### config.mk
export PLATFORM = sky130hd
export DESIGN_NAME = rvv_alu_top
export DESIGN_NICKNAME = d
export VERILOG_FILES = /design/src/rvv_pkg.sv /design/src/rvv_alu_dispatch.sv /design/src/rvv_alu_rs.sv /design/src/rvv_alu_top.sv /design/src/rvv_alu_unit.sv /design/src/rvv_rob.sv
export VERILOG_INCLUDE_DIRS = /design/src /design/src/src
export SDC_FILE = /design/constraint.sdc
export NUM_CORES = 2
export LEC_CHECK = 0
export BUFFER_PORTS_ARGS = -buffer_cell sky130_fd_sc_hd__buf_2
export CORE_MARGIN = 2
export CORE_UTILIZATION = 45
export CTS_BUF_LIST = sky130_fd_sc_hd__clkbuf_16
export CTS_CLUSTER_SIZE = 10
export DETAILED_ROUTE_END_ITERATION = 16
export PLACE_DENSITY_LB_ADDON = 0.05
export SYNTH_ARGS = -nofsm -noshare
export SYNTH_HDL_FRONTEND = slang
export SYNTH_SLANG_ARGS = --single-unit
### constraint.sdc
create_clock -name clk -period 41.9 [get_ports clk]
set_clock_uncertainty 0.05 [all_clocks]
set_input_delay 4.19 -clock clk [delete_from_list [all_inputs] [get_ports clk]]
set_output_delay 4.19 -clock clk [all_outputs]
set_load 0.02 [all_outputs]
### src/rvv_settings.svh
`ifndef RVV_SETTINGS_SVH
`define RVV_SETTINGS_SVH

// vector register width in bits
`define VLEN 64

// reorder buffer, depth is a power of two
`define ROB_DEPTH 8
`define ROB_DEPTH_WIDTH 3

// reservation station, no shallower than the ROB
`define RS_DEPTH 8

// vstart must be able to count up to VLEN
`define VSTART_WIDTH 7

`endif

### src/rvv_pkg.sv
`default_nettype none

`include "rvv_settings.svh"

package rvv_pkg;

  // mask-register logical ops (OPMVV)
  typedef enum logic [2:0] {
    VMANDN,
    VMAND,
    VMOR,
    VMXOR,
    VMORN,
    VMNAND,
    VMNOR,
    VMXNOR
  } opm_funct_e;

  // uop as held in the ALU reservation station
  typedef struct packed {
    logic [`ROB_DEPTH_WIDTH-1:0] rob_entry;
    opm_funct_e                  uop_funct;
    logic [`VSTART_WIDTH-1:0]    vstart;
    // old destination, kept below vstart
    logic [`VLEN-1:0]            vd_data;
    logic [`VLEN-1:0]            vs1_data;
    logic [`VLEN-1:0]            vs2_data;
  } alu_rs_t;

  // ALU result written back into the ROB
  typedef struct packed {
    logic [`ROB_DEPTH_WIDTH-1:0] rob_entry;
    logic [`VLEN-1:0]            w_data;
  } alu2rob_t;

endpackage

`default_nettype wire

### src/rvv_alu_dispatch.sv
`timescale 1ns/1ns
`default_nettype none

`include "rvv_settings.svh"

module rvv_alu_dispatch
  import rvv_pkg::*;
(
  input  logic                     clk,
  input  logic                     arst_n,
  input  logic                     uop_valid,
  input  opm_funct_e               uop_funct,
  input  logic [`VSTART_WIDTH-1:0] uop_vstart,
  input  logic [`VLEN-1:0]         uop_vd,
  input  logic [`VLEN-1:0]         uop_vs1,
  input  logic [`VLEN-1:0]         uop_vs2,
  input  logic                     retire_valid,
  output logic                     dispatch_stall,
  output logic                     rs_push_valid,
  output alu_rs_t                  rs_push_uop
);

  localparam int CNT_W = `ROB_DEPTH_WIDTH + 1;

  logic [`ROB_DEPTH_WIDTH-1:0] next_tag;
  logic [CNT_W-1:0]            inflight_cnt;
  logic                        accept;

  assign accept = uop_valid & ~dispatch_stall;

  // every ROB entry is owned by a uop somewhere in the pipe
  assign dispatch_stall = (inflight_cnt == CNT_W'(`ROB_DEPTH));

  always_ff @(posedge clk or negedge arst_n) begin
    if (!arst_n) begin
      next_tag      <= '0;
      inflight_cnt  <= '0;
      rs_push_valid <= 1'b0;
    end else begin
      rs_push_valid <= accept;
      if (accept) begin
        next_tag <= next_tag + 1'b1;
      end
      // up on accept, down on retire, both at once leaves it alone
      if (accept && !retire_valid) begin
        inflight_cnt <= inflight_cnt + 1'b1;
      end else if (!accept && retire_valid) begin
        inflight_cnt <= inflight_cnt - 1'b1;
      end
    end
  end

  always_ff @(posedge clk) begin
    if (accept) begin
      rs_push_uop.rob_entry <= next_tag;
      rs_push_uop.uop_funct <= uop_funct;
      rs_push_uop.vstart    <= uop_vstart;
      rs_push_uop.vd_data   <= uop_vd;
      rs_push_uop.vs1_data  <= uop_vs1;
      rs_push_uop.vs2_data  <= uop_vs2;
    end
  end

  // source has to hold off while stalled
  a_no_uop_in_stall: assert property (
    @(posedge clk) disable iff (!arst_n) dispatch_stall |-> !uop_valid
  ) else $error("uop_valid high while dispatch_stall, funct=%s", uop_funct.name());

endmodule

`default_nettype wire

### src/rvv_alu_rs.sv
`timescale 1ns/1ns
`default_nettype none

`include "rvv_settings.svh"

module rvv_alu_rs
  import rvv_pkg::*;
(
  input  logic    clk,
  input  logic    arst_n,
  input  logic    push_valid,
  input  alu_rs_t push_uop,
  output logic    alu_uop_valid,
  output alu_rs_t alu_uop
);

  localparam int PTR_W = $clog2(`RS_DEPTH);
  localparam int CNT_W = PTR_W + 1;
  localparam logic [PTR_W-1:0] LAST_IDX = PTR_W'(`RS_DEPTH - 1);

  alu_rs_t          entries [`RS_DEPTH];
  logic [PTR_W-1:0] wr_ptr;
  logic [PTR_W-1:0] rd_ptr;
  logic [CNT_W-1:0] count;
  logic             full;
  logic             pop;

  // oldest entry goes out whenever there is one
  assign alu_uop_valid = (count != '0);
  assign alu_uop       = entries[rd_ptr];
  assign pop           = alu_uop_valid;
  assign full          = (count == CNT_W'(`RS_DEPTH));

  always_ff @(posedge clk or negedge arst_n) begin
    if (!arst_n) begin
      wr_ptr <= '0;
      rd_ptr <= '0;
      count  <= '0;
    end else begin
      if (push_valid) begin
        wr_ptr <= (wr_ptr == LAST_IDX) ? '0 : wr_ptr + 1'b1;
      end
      if (pop) begin
        rd_ptr <= (rd_ptr == LAST_IDX) ? '0 : rd_ptr + 1'b1;
      end
      if (push_valid && !pop) begin
        count <= count + 1'b1;
      end else if (!push_valid && pop) begin
        count <= count - 1'b1;
      end
    end
  end

  always_ff @(posedge clk) begin
    if (push_valid) begin
      entries[wr_ptr] <= push_uop;
    end
  end

  // dispatch stall keeps occupancy within ROB depth
  a_no_push_when_full: assert property (
    @(posedge clk) disable iff (!arst_n) push_valid |-> !full
  ) else $error("push into full RS, rob_entry=%0d", push_uop.rob_entry);

endmodule

`default_nettype wire

### src/rvv_alu_top.sv
`timescale 1ns/1ns
`default_nettype none

`include "rvv_settings.svh"

module rvv_alu_top
  import rvv_pkg::*;
(
  input  logic                        clk,
  input  logic                        arst_n,
  input  logic                        uop_valid,
  input  opm_funct_e                  uop_funct,
  input  logic [`VSTART_WIDTH-1:0]    uop_vstart,
  input  logic [`VLEN-1:0]            uop_vd,
  input  logic [`VLEN-1:0]            uop_vs1,
  input  logic [`VLEN-1:0]            uop_vs2,
  input  logic                        commit_en,
  output logic                        dispatch_stall,
  output logic                        retire_valid,
  output logic [`ROB_DEPTH_WIDTH-1:0] retire_rob_entry,
  output logic [`VLEN-1:0]            retire_data
);

  logic     rs_push_valid;
  alu_rs_t  rs_push_uop;
  logic     alu_uop_valid;
  alu_rs_t  alu_uop;
  logic     result_valid;
  alu2rob_t result;

  rvv_alu_dispatch rvv_alu_dispatch_i (
    .clk            (clk),
    .arst_n         (arst_n),
    .uop_valid      (uop_valid),
    .uop_funct      (uop_funct),
    .uop_vstart     (uop_vstart),
    .uop_vd         (uop_vd),
    .uop_vs1        (uop_vs1),
    .uop_vs2        (uop_vs2),
    .retire_valid   (retire_valid),
    .dispatch_stall (dispatch_stall),
    .rs_push_valid  (rs_push_valid),
    .rs_push_uop    (rs_push_uop)
  );

  rvv_alu_rs rvv_alu_rs_i (
    .clk           (clk),
    .arst_n        (arst_n),
    .push_valid    (rs_push_valid),
    .push_uop      (rs_push_uop),
    .alu_uop_valid (alu_uop_valid),
    .alu_uop       (alu_uop)
  );

  rvv_alu_unit rvv_alu_unit_i (
    .alu_uop_valid (alu_uop_valid),
    .alu_uop       (alu_uop),
    .result_valid  (result_valid),
    .result        (result)
  );

  // retire pulse also frees an in-flight slot in dispatch
  rvv_rob rvv_rob_i (
    .clk              (clk),
    .arst_n           (arst_n),
    .result_valid     (result_valid),
    .result           (result),
    .commit_en        (commit_en),
    .retire_valid     (retire_valid),
    .retire_rob_entry (retire_rob_entry),
    .retire_data      (retire_data)
  );

endmodule

`default_nettype wire

### src/rvv_alu_unit.sv
`timescale 1ns/1ns
`default_nettype none

`include "rvv_settings.svh"

module rvv_alu_unit
  import rvv_pkg::*;
(
  input  logic     alu_uop_valid,
  input  alu_rs_t  alu_uop,
  output logic     result_valid,
  output alu2rob_t result
);

  logic [`VLEN-1:0] logic_result;
  logic [`VLEN-1:0] w_data;

  function automatic logic [`VLEN-1:0] f_vmandn(input logic [`VLEN-1:0] vs2,
                                                input logic [`VLEN-1:0] vs1);
    return vs2 & ~vs1;
  endfunction

  function automatic logic [`VLEN-1:0] f_vmand(input logic [`VLEN-1:0] vs2,
                                               input logic [`VLEN-1:0] vs1);
    return vs2 & vs1;
  endfunction

  function automatic logic [`VLEN-1:0] f_vmor(input logic [`VLEN-1:0] vs2,
                                              input logic [`VLEN-1:0] vs1);
    return vs2 | vs1;
  endfunction

  function automatic logic [`VLEN-1:0] f_vmxor(input logic [`VLEN-1:0] vs2,
                                               input logic [`VLEN-1:0] vs1);
    return vs2 ^ vs1;
  endfunction

  function automatic logic [`VLEN-1:0] f_vmorn(input logic [`VLEN-1:0] vs2,
                                               input logic [`VLEN-1:0] vs1);
    return vs2 | ~vs1;
  endfunction

  function automatic logic [`VLEN-1:0] f_vmnand(input logic [`VLEN-1:0] vs2,
                                                input logic [`VLEN-1:0] vs1);
    return ~(vs2 & vs1);
  endfunction

  function automatic logic [`VLEN-1:0] f_vmnor(input logic [`VLEN-1:0] vs2,
                                               input logic [`VLEN-1:0] vs1);
    return ~(vs2 | vs1);
  endfunction

  function automatic logic [`VLEN-1:0] f_vmxnor(input logic [`VLEN-1:0] vs2,
                                                input logic [`VLEN-1:0] vs1);
    return ~(vs2 ^ vs1);
  endfunction

  // opcode decode
  always_comb begin
    logic_result = '0;
    case (alu_uop.uop_funct)
      VMANDN: logic_result = f_vmandn(alu_uop.vs2_data, alu_uop.vs1_data);
      VMAND:  logic_result = f_vmand(alu_uop.vs2_data, alu_uop.vs1_data);
      VMOR:   logic_result = f_vmor(alu_uop.vs2_data, alu_uop.vs1_data);
      VMXOR:  logic_result = f_vmxor(alu_uop.vs2_data, alu_uop.vs1_data);
      VMORN:  logic_result = f_vmorn(alu_uop.vs2_data, alu_uop.vs1_data);
      VMNAND: logic_result = f_vmnand(alu_uop.vs2_data, alu_uop.vs1_data);
      VMNOR:  logic_result = f_vmnor(alu_uop.vs2_data, alu_uop.vs1_data);
      VMXNOR: logic_result = f_vmxnor(alu_uop.vs2_data, alu_uop.vs1_data);
      default: begin
        assert (!alu_uop_valid)
          else $error("rob_entry=%0d unknown opcode %0h", alu_uop.rob_entry,
                      alu_uop.uop_funct);
      end
    endcase
  end

  // bits below vstart keep the old destination
  always_comb begin
    for (int i = 0; i < `VLEN; i++) begin
      if (i < int'(alu_uop.vstart)) begin
        w_data[i] = alu_uop.vd_data[i];
      end else begin
        w_data[i] = logic_result[i];
      end
    end
  end

  assign result_valid     = alu_uop_valid;
  assign result.rob_entry = alu_uop.rob_entry;
  assign result.w_data    = w_data;

endmodule

`default_nettype wire

### src/rvv_rob.sv
`timescale 1ns/1ns
`default_nettype none

`include "rvv_settings.svh"

module rvv_rob
  import rvv_pkg::*;
(
  input  logic                        clk,
  input  logic                        arst_n,
  input  logic                        result_valid,
  input  alu2rob_t                    result,
  input  logic                        commit_en,
  output logic                        retire_valid,
  output logic [`ROB_DEPTH_WIDTH-1:0] retire_rob_entry,
  output logic [`VLEN-1:0]            retire_data
);

  logic [`VLEN-1:0]            data_mem [`ROB_DEPTH];
  logic [`ROB_DEPTH-1:0]       done;
  logic [`ROB_DEPTH_WIDTH-1:0] head;
  logic                        commit;

  // head retires only once its result is back
  assign commit = commit_en & done[head];

  always_ff @(posedge clk or negedge arst_n) begin
    if (!arst_n) begin
      done         <= '0;
      head         <= '0;
      retire_valid <= 1'b0;
    end else begin
      retire_valid <= commit;
      if (commit) begin
        done[head] <= 1'b0;
        // wraps with the tag width
        head       <= head + 1'b1;
      end
      if (result_valid) begin
        done[result.rob_entry] <= 1'b1;
      end
    end
  end

  always_ff @(posedge clk) begin
    if (result_valid) begin
      data_mem[result.rob_entry] <= result.w_data;
    end
    if (commit) begin
      retire_rob_entry <= head;
      retire_data      <= data_mem[head];
    end
  end

  // a tag is reused only after its previous owner retired
  a_no_overwrite_done: assert property (
    @(posedge clk) disable iff (!arst_n) result_valid |-> !done[result.rob_entry]
  ) else $error("result on busy ROB entry %0d", result.rob_entry);

endmodule

`default_nettype wire

## Word level (Yosys, flattened, before mapping)

Memories as Yosys holds them, arrays and structs flattened. A register that Yosys moved wholly into a read port is not among the register bits.
Index checks and enable logic that the tools add are counted.

| word-level totals | value |
|---|---|
| output and inout bits | 69 |
| word-level logic and storage cells | 216 |
| bits in writable memories | 2152 |
| flip-flop bits (word level) | 238 |
| memories | 2 |

| operators by class | value |
|---|---|
| reduce and logical (&&, ||, !) cells | 14 |
| eq/ne operators | 10 |
| magnitude comparators | 68 |
| mux-type cells | 83 |
| $add $sub $neg | 8 |
| bitwise gates (word level) | 15 |

Memory list:

| name | depth | bits a word | rd ports | clocked after memory_dff | wr ports | RTL line | text |
|---|---|---|---|---|---|---|---|
| rvv_alu_rs_i.entries | 8 | 205 | 1 | 0 | 1 | rvv_alu_rs.sv:21 | `` alu_rs_t entries [`RS_DEPTH]; `` |
| rvv_rob_i.data_mem | 8 | 64 | 1 | 1 | 1 | rvv_rob.sv:19 | `` logic [`VLEN-1:0] data_mem [`ROB_DEPTH]; `` |

Operator list:

| operator | count |
|---|---|
| one-hot mux 64 bit (8 select lines) | 1 |
| inverter 64 bit | 4 |
| < comparator 6 x 7 -> 1 bit, first input constant | 32 |
| AND 64 bit | 2 |
| bitwise OR 64 bit | 2 |
| < comparator 5 x 7 -> 1 bit, first input constant | 16 |
| two-way mux 1 bit | 71 |
| XOR 64 bit | 1 |
| < comparator 4 x 7 -> 1 bit, first input constant | 8 |
| < comparator 3 x 7 -> 1 bit, first input constant | 4 |
| == test 3 bit, second input constant | 6 |
| two-way mux 4 bit | 4 |
| two-way mux 8 bit | 2 |
| < comparator 1 x 7 -> 1 bit, first input constant | 2 |
| < comparator 2 x 7 -> 1 bit, first input constant | 2 |
| adder 3 x 1 -> 3 bit, second input constant | 4 |
| adder 4 x 1 -> 4 bit, second input constant | 2 |
| AND 8 bit | 1 |
| < comparator 3 x 4 -> 1 bit, second input constant | 2 |
| inverter 8 bit | 1 |
| bitwise OR 8 bit | 1 |
| subtractor 4 x 1 -> 4 bit, second input constant | 2 |
| demux 1 bit (select 3 bit) | 2 |
| == test 3 x 2 -> 1 bit, second input constant | 2 |
| 12 further kinds | 24 |

## Depth between registers and ports, before layout

| depth | value |
|---|---|
| depth after elaboration | 9 |
| gate-level depth with buffers | 15 |
| mapped depth without buffers | 10 |

## Cells and area by module

Synthesis repeated with hierarchy kept, for this count alone.

| second synthesis, totals | value |
|---|---|
| cell total of the unflattened synthesis | 4845 |
| area, all modules | 99794.5 µm² |

By module, submodules not included:

| module | area an instance (µm²) | cells each | seq. area each (µm²) | instances |
|---|---|---|---|---|
| rvv_alu_rs | 62195.9 | 2438 | 49497.5 | 1 |
| rvv_rob | 21936.0 | 1004 | 17687.0 | 1 |
| rvv_alu_unit | 9031.2 | 1156 | 0.0 | 1 |
| rvv_alu_dispatch | 6631.4 | 247 | 6356.1 | 1 |

## Least setup slack after synthesis

OpenSTA, ideal clock, no wires.

| timing path | value |
|---|---|
| path kind | input to register |
| start point | input port uop_valid |
| end point | register rvv_alu_dispatch_i.inflight_cnt[3] |
| stages | 9 |
| arrival | 15477 ps |
| required time | 41724 ps |
| path slack | 26248 ps |
| library setup time | 126 ps |
| cells stage by stage | nor2b_1 ha_1 inv_1 ha_1 a21o_1 a21oi_1 xnor2_1 nor2_1 xor2_1 |

| between the ends | value |
|---|---|
| word-level cells in the longest chain between the ends | 4 |

RTL lines:

| item | RTL line | text |
|---|---|---|
| from (decl) | rvv_alu_top.sv:11 | `input logic uop_valid,` |
| AND 1 bit (*) | rvv_alu_dispatch.sv:29 | `assign accept = uop_valid & ~dispatch_stall;` |
| zero test 1 bit | rvv_alu_dispatch.sv:47 | `end else if (!accept && retire_valid) begin` |
| logical AND 1 bit | rvv_alu_dispatch.sv:47 |  |
| nonzero test 2 bit (no line) | n/a |  |
| to (signal assigned) | rvv_alu_dispatch.sv:46 | `inflight_cnt <= inflight_cnt + 1'b1;` |
| to (signal assigned) | rvv_alu_dispatch.sv:48 | `inflight_cnt <= inflight_cnt - 1'b1;` |
| to (decl) | rvv_alu_dispatch.sv:26 | `logic [CNT_W-1:0] inflight_cnt;` |

Every way passes the cells marked *; elsewhere a longest branch is shown, timed or not.
A chain may end at the register's enable or synchronous reset.

## Worst setup path in the final report

| timing path | value |
|---|---|
| start point | register rvv_alu_dispatch_i.inflight_cnt[0] |
| end point | output port dispatch_stall |

| between the ends | value |
|---|---|
| word-level cells in the longest chain between the ends | 1 |

RTL lines:

| item | RTL line | text |
|---|---|---|
| == test 4 bit | rvv_alu_dispatch.sv:32 | `` assign dispatch_stall = (inflight_cnt == CNT_W'(`ROB_DEPTH)); `` |
| to (decl) | rvv_alu_top.sv:18 | `output logic dispatch_stall,` |

No other way between the ends.

==> results.yml <==
outcome:
  status: "completed"
sta:
  final-max-slew-violation-count: 0
  timing_hold_violations_final: 0
  fin_crit_ns: 6.499
  rsz0062_at_grt: "false"
  slew_headroom: 0.03429
  setup_tns_ns: 0
  worst_pin_slew_ns: 1.449
  hold_ws_ns: 0.4212
  max_freq_mhz: 153.9
  fin_crit_sh: 0.1551
  finalSetupViolCount: 0
setup_path:
  cp_num_cells: 2
  critPathLaunchType: "flop"
  cp.arrival_ns: 2.26
  end_kind: "output pin"
  cp.required_ns: 37.66
  rr_startpoint: "rvv_alu_rs_i.rd_ptr[0]$_DFFE_PN0P_"
  worstSetupPathType: "flop to output pin"
  crit_path_end: "dispatch_stall"
  rr_worst_depth: 8
  crit_family: "simple AND/OR/NAND/NOR gates"
  crit_chain: "nor4b_1 -> buf_2"
  crit_buf_inv: 1
  critPathMaxStageDelay_ns: 0.65
  cp-startpoint: "rvv_alu_dispatch_i.inflight_cnt[0]$_DFFE_PN0P_"
  path_max_fanout: 4
  reg2reg_setup_slack_ns: 35.57
  cp_slowest_cell: "nor4b_1"
  r2r-end: "rvv_rob_i.data_mem[7][57]$_DFFE_PP_"
die:
  start_util: 0.4537
  die_y_um: 472.4
  fp.dieArea_um2: 223200
  die_w_um: 472.4
  pin_count: 275
  coreArea_um2: 217600
  rows: 171
placement:
  place_congestion: 0.7926
  numPortBuffers: 274
  place_area_um2: 103800
  hpwl_um: 147600
clock_network:
  worstSkewPairLatency_ns: 0.95
  cts_resized: 0
  clock_sinks: 2454
  numCtsBuffers: 301
  ctsHtreeMaxLevel: 5
  cts.reportedPaths.clkPinSlew_ns: 0.06
  clk_root_buffer_cell: "clkbuf_16"
  hold_buffers: 0
  cts_buffer_depth: 4
  post-cts-setup-buffers: 0
  cts_tree: "done"
flow_run:
  maxCapViolCount: 0
drt:
  drc_errors: 0
  via_per_inst: 5.714
  drtPass1Iterations: 7
  wl_per_cell_um: 30.41
  vias: 45986
  finalWirelength_um: 244700
  final_antenna_net_count: 0
  dr.first_iter.drc_count: 3968
global_route:
  grt_usage: 0.2194
  gr-total-overflow: 0
  grt_max_degree: 101
  antenna_found_initial: 12
  grt_pass1_wl_um: 348800
  grt_pass1_vias: 47803
layout:
  nets: 5604
  syn_to_final_growth_pct: 13.29
  nFillCells: 17142
  design_area_um2: 111900
  drive_gt1_frac: 0.2670
synthesis:
  syn_area_um2: 98730
  synth-main-ff-cell: "edfxtp_1"
  seq_area_frac_synth: 0.7449
  yosysUniqueCellTypes: 67
  syn_area_per_cell_um2: 21.20
  synth-seq-cells: 2454
  synth-edff-count: 2424
  synth_fp_nets: 5132
  synthCells: 4657
  async_flop_share: 0.01222
  yosysWarnings: 0
worst_hold_path:
  hp-class: "flop to flop"
power:
  vdd_drop_max_mv: 0.05378
  power_density_nw_per_um2: 90.88
  p_leak_nw: 38.20
[how the worst min path moves through the flow]
stage / startpoint / end / depth (start not counted)
6_report: rvv_alu_dispatch_i.inflight_cnt[3]$_DFFE_PN0P_ / rvv_alu_dispatch_i.inflight_cnt[3]$_DFFE_PN0P_ / 1
5_1_grt: rvv_alu_dispatch_i.next_tag[2]$_DFFE_PN0P_ / rvv_alu_dispatch_i.rs_push_uop[204]$_DFFE_PP_ / 0
4_1_cts: rvv_alu_dispatch_i.inflight_cnt[3]$_DFFE_PN0P_ / rvv_alu_dispatch_i.inflight_cnt[3]$_DFFE_PN0P_ / 1
3_5_place_dp: rvv_alu_dispatch_i.inflight_cnt[3]$_DFFE_PN0P_ / rvv_alu_dispatch_i.inflight_cnt[3]$_DFFE_PN0P_ / 1
3_3_place_gp: rvv_alu_dispatch_i.next_tag[2]$_DFFE_PN0P_ / rvv_alu_dispatch_i.next_tag[2]$_DFFE_PN0P_ / 1
2_1_floorplan: rvv_alu_dispatch_i.inflight_cnt[3]$_DFFE_PN0P_ / rvv_alu_dispatch_i.inflight_cnt[3]$_DFFE_PN0P_ / 1
[sequential cells by signal (all words and copies together) (netlist names)]
name,flops
rvv_rob_i.data_mem,512
rvv_rob_i.retire_data,64
rvv_rob_i.retire_valid,1
rvv_alu_rs_i.count,4
rvv_alu_dispatch_i.rs_push_valid,1
rvv_rob_i.done,8
rvv_alu_dispatch_i.inflight_cnt,4
rvv_rob_i.head,3
rvv_alu_dispatch_i.rs_push_uop,205
rvv_alu_rs_i.rd_ptr,3
rvv_alu_rs_i.wr_ptr,3
rvv_alu_rs_i.entries,1640
rvv_alu_dispatch_i.next_tag,3
rvv_rob_i.retire_rob_entry,3
[power breakdown]
group          internal, mW  switching (mW)  total [mW]
clock network          1.30           0.904        2.21
registers              3.71           0.232        3.94
logic                  1.40            2.62        4.02
total                  6.41            3.75        10.2
[placed cells by master (no fill, tap or decap), types with 4 or more instances in the layout]
master	instances
nor2_4	15
o21a_1	10
o21ai_0	58
o211ai_1	6
mux2i_1	335
and2_1	7
inv_6	4
a31oi_1	8
a21oi_1	35
xnor2_1	53
nand3b_1	6
nand2b_1	10
a21o_1	9
a22oi_1	4
nor3_1	4
nand2_1	62
xor2_1	4
and3_1	4
nor2_1	46
o22ai_1	51
a221oi_1	65
ha_1	268
mux2_2	92
edfxtp_1	2424
inv_1	213
dfrtp_4	6
clkbuf_16	311
clkinv_2	4
buf_4	112
clkinv_1	8
buf_2	274
buf_12	6
mux4_2	539
dfrtp_1	24
o31ai_1	12
mux2_4	4
nand3_1	34
[through the flow]
step / cells / setup slack, ns / utilization / power [mW]
final: 8048 / 35.40 / 0.5140 / 10.17
after global routing: 8047 / 35.23 / 0.5140 / 10.69
after CTS: 8045 / 35.30 / 0.5140 / 10.31
after detailed placement: 7680 / 34.58 / 0.4772 / 8.075
after global placement: 7680 / 34.69 / 0.4772 / 8.016
after floorplan: 4657 / 26.25 / - / 6.509
[metal layers]
| layer | vias to the layer above | routed length [um] | global-route usage |
|---|---|---|---|
| met4 | 4 | 4690 | 0.05238 |
| li1 | 19927 | - | - |
| met2 | 1178 | 118800 | 0.3561 |
| met1 | 24592 | 109000 | 0.3117 |
| met5 | - | 27 | 0 |
| met3 | 285 | 12260 | 0.03685 |
[logic make-up after synthesis]
logic type               Yosys count  share of synthesized area
flip-flops                      2454                     0.7449
multiplexers                     975                     0.1686
buffers and inverters            400                    0.01703
AO/OA/AOI/OAI                    294                    0.02058
adder cells (fa/ha/maj)          269                    0.03417
AND/OR/NAND/NOR                  208                   0.009683
XOR/XNOR                          57                   0.005057
[synthesized netlist by cell type (3+ instances only)]
master       n  area, um^2
a31oi_1      8       50.05
inv_1      177       664.4
xnor2_1     53       464.2
dfrtp_1     30       750.7
and3_1       4       25.02
nor4_1       3       18.77
nand2b_1    10       62.56
o21ai_0     59       295.3
o211ai_1     6       45.04
mux2i_1    339        3393
xor2_1       4       35.03
nor2_1      61       229.0
a221oi_1    65       569.3
buf_6        6       67.56
a21oi_1     36       180.2
nand3_1     34       170.2
buf_2       77       385.4
buf_1       45       168.9
mux2_2      94        1059
nand2_1     63       236.5
buf_4        6       45.04
a21o_1       9       67.56
o22ai_1     51       319.1
a22oi_1      4       30.03
o21a_1      10       75.07
nor2b_1      4       25.02
mux4_2     539       12140
edfxtp_1  2424       72790
nand3b_1     6       45.04
or2_2        3       18.77
clkbuf_1    88       330.3
ha_1       268        3353
and2_1       7       43.79
o31ai_1     12       90.09
nor3_1       6       30.03
[area by class of cell]
cell class / instances / area, um^2 / area share
inverters: 177 / 664.4 / 0.005940
flip-flops and latches: 2454 / 73560 / 0.6577
clock inverters: 54 / 235.2 / 0.002103
repair buffers: 392 / 2332 / 0.02085
diodes: 3 / 7.507 / 0.00006712
clock buffers: 311 / 7782 / 0.06958
well taps: 2854 / 3571 / 0.03193
multi-input cells: 1803 / 23700 / 0.2118
No activity file was read; power rests on OpenSTA's default activity.
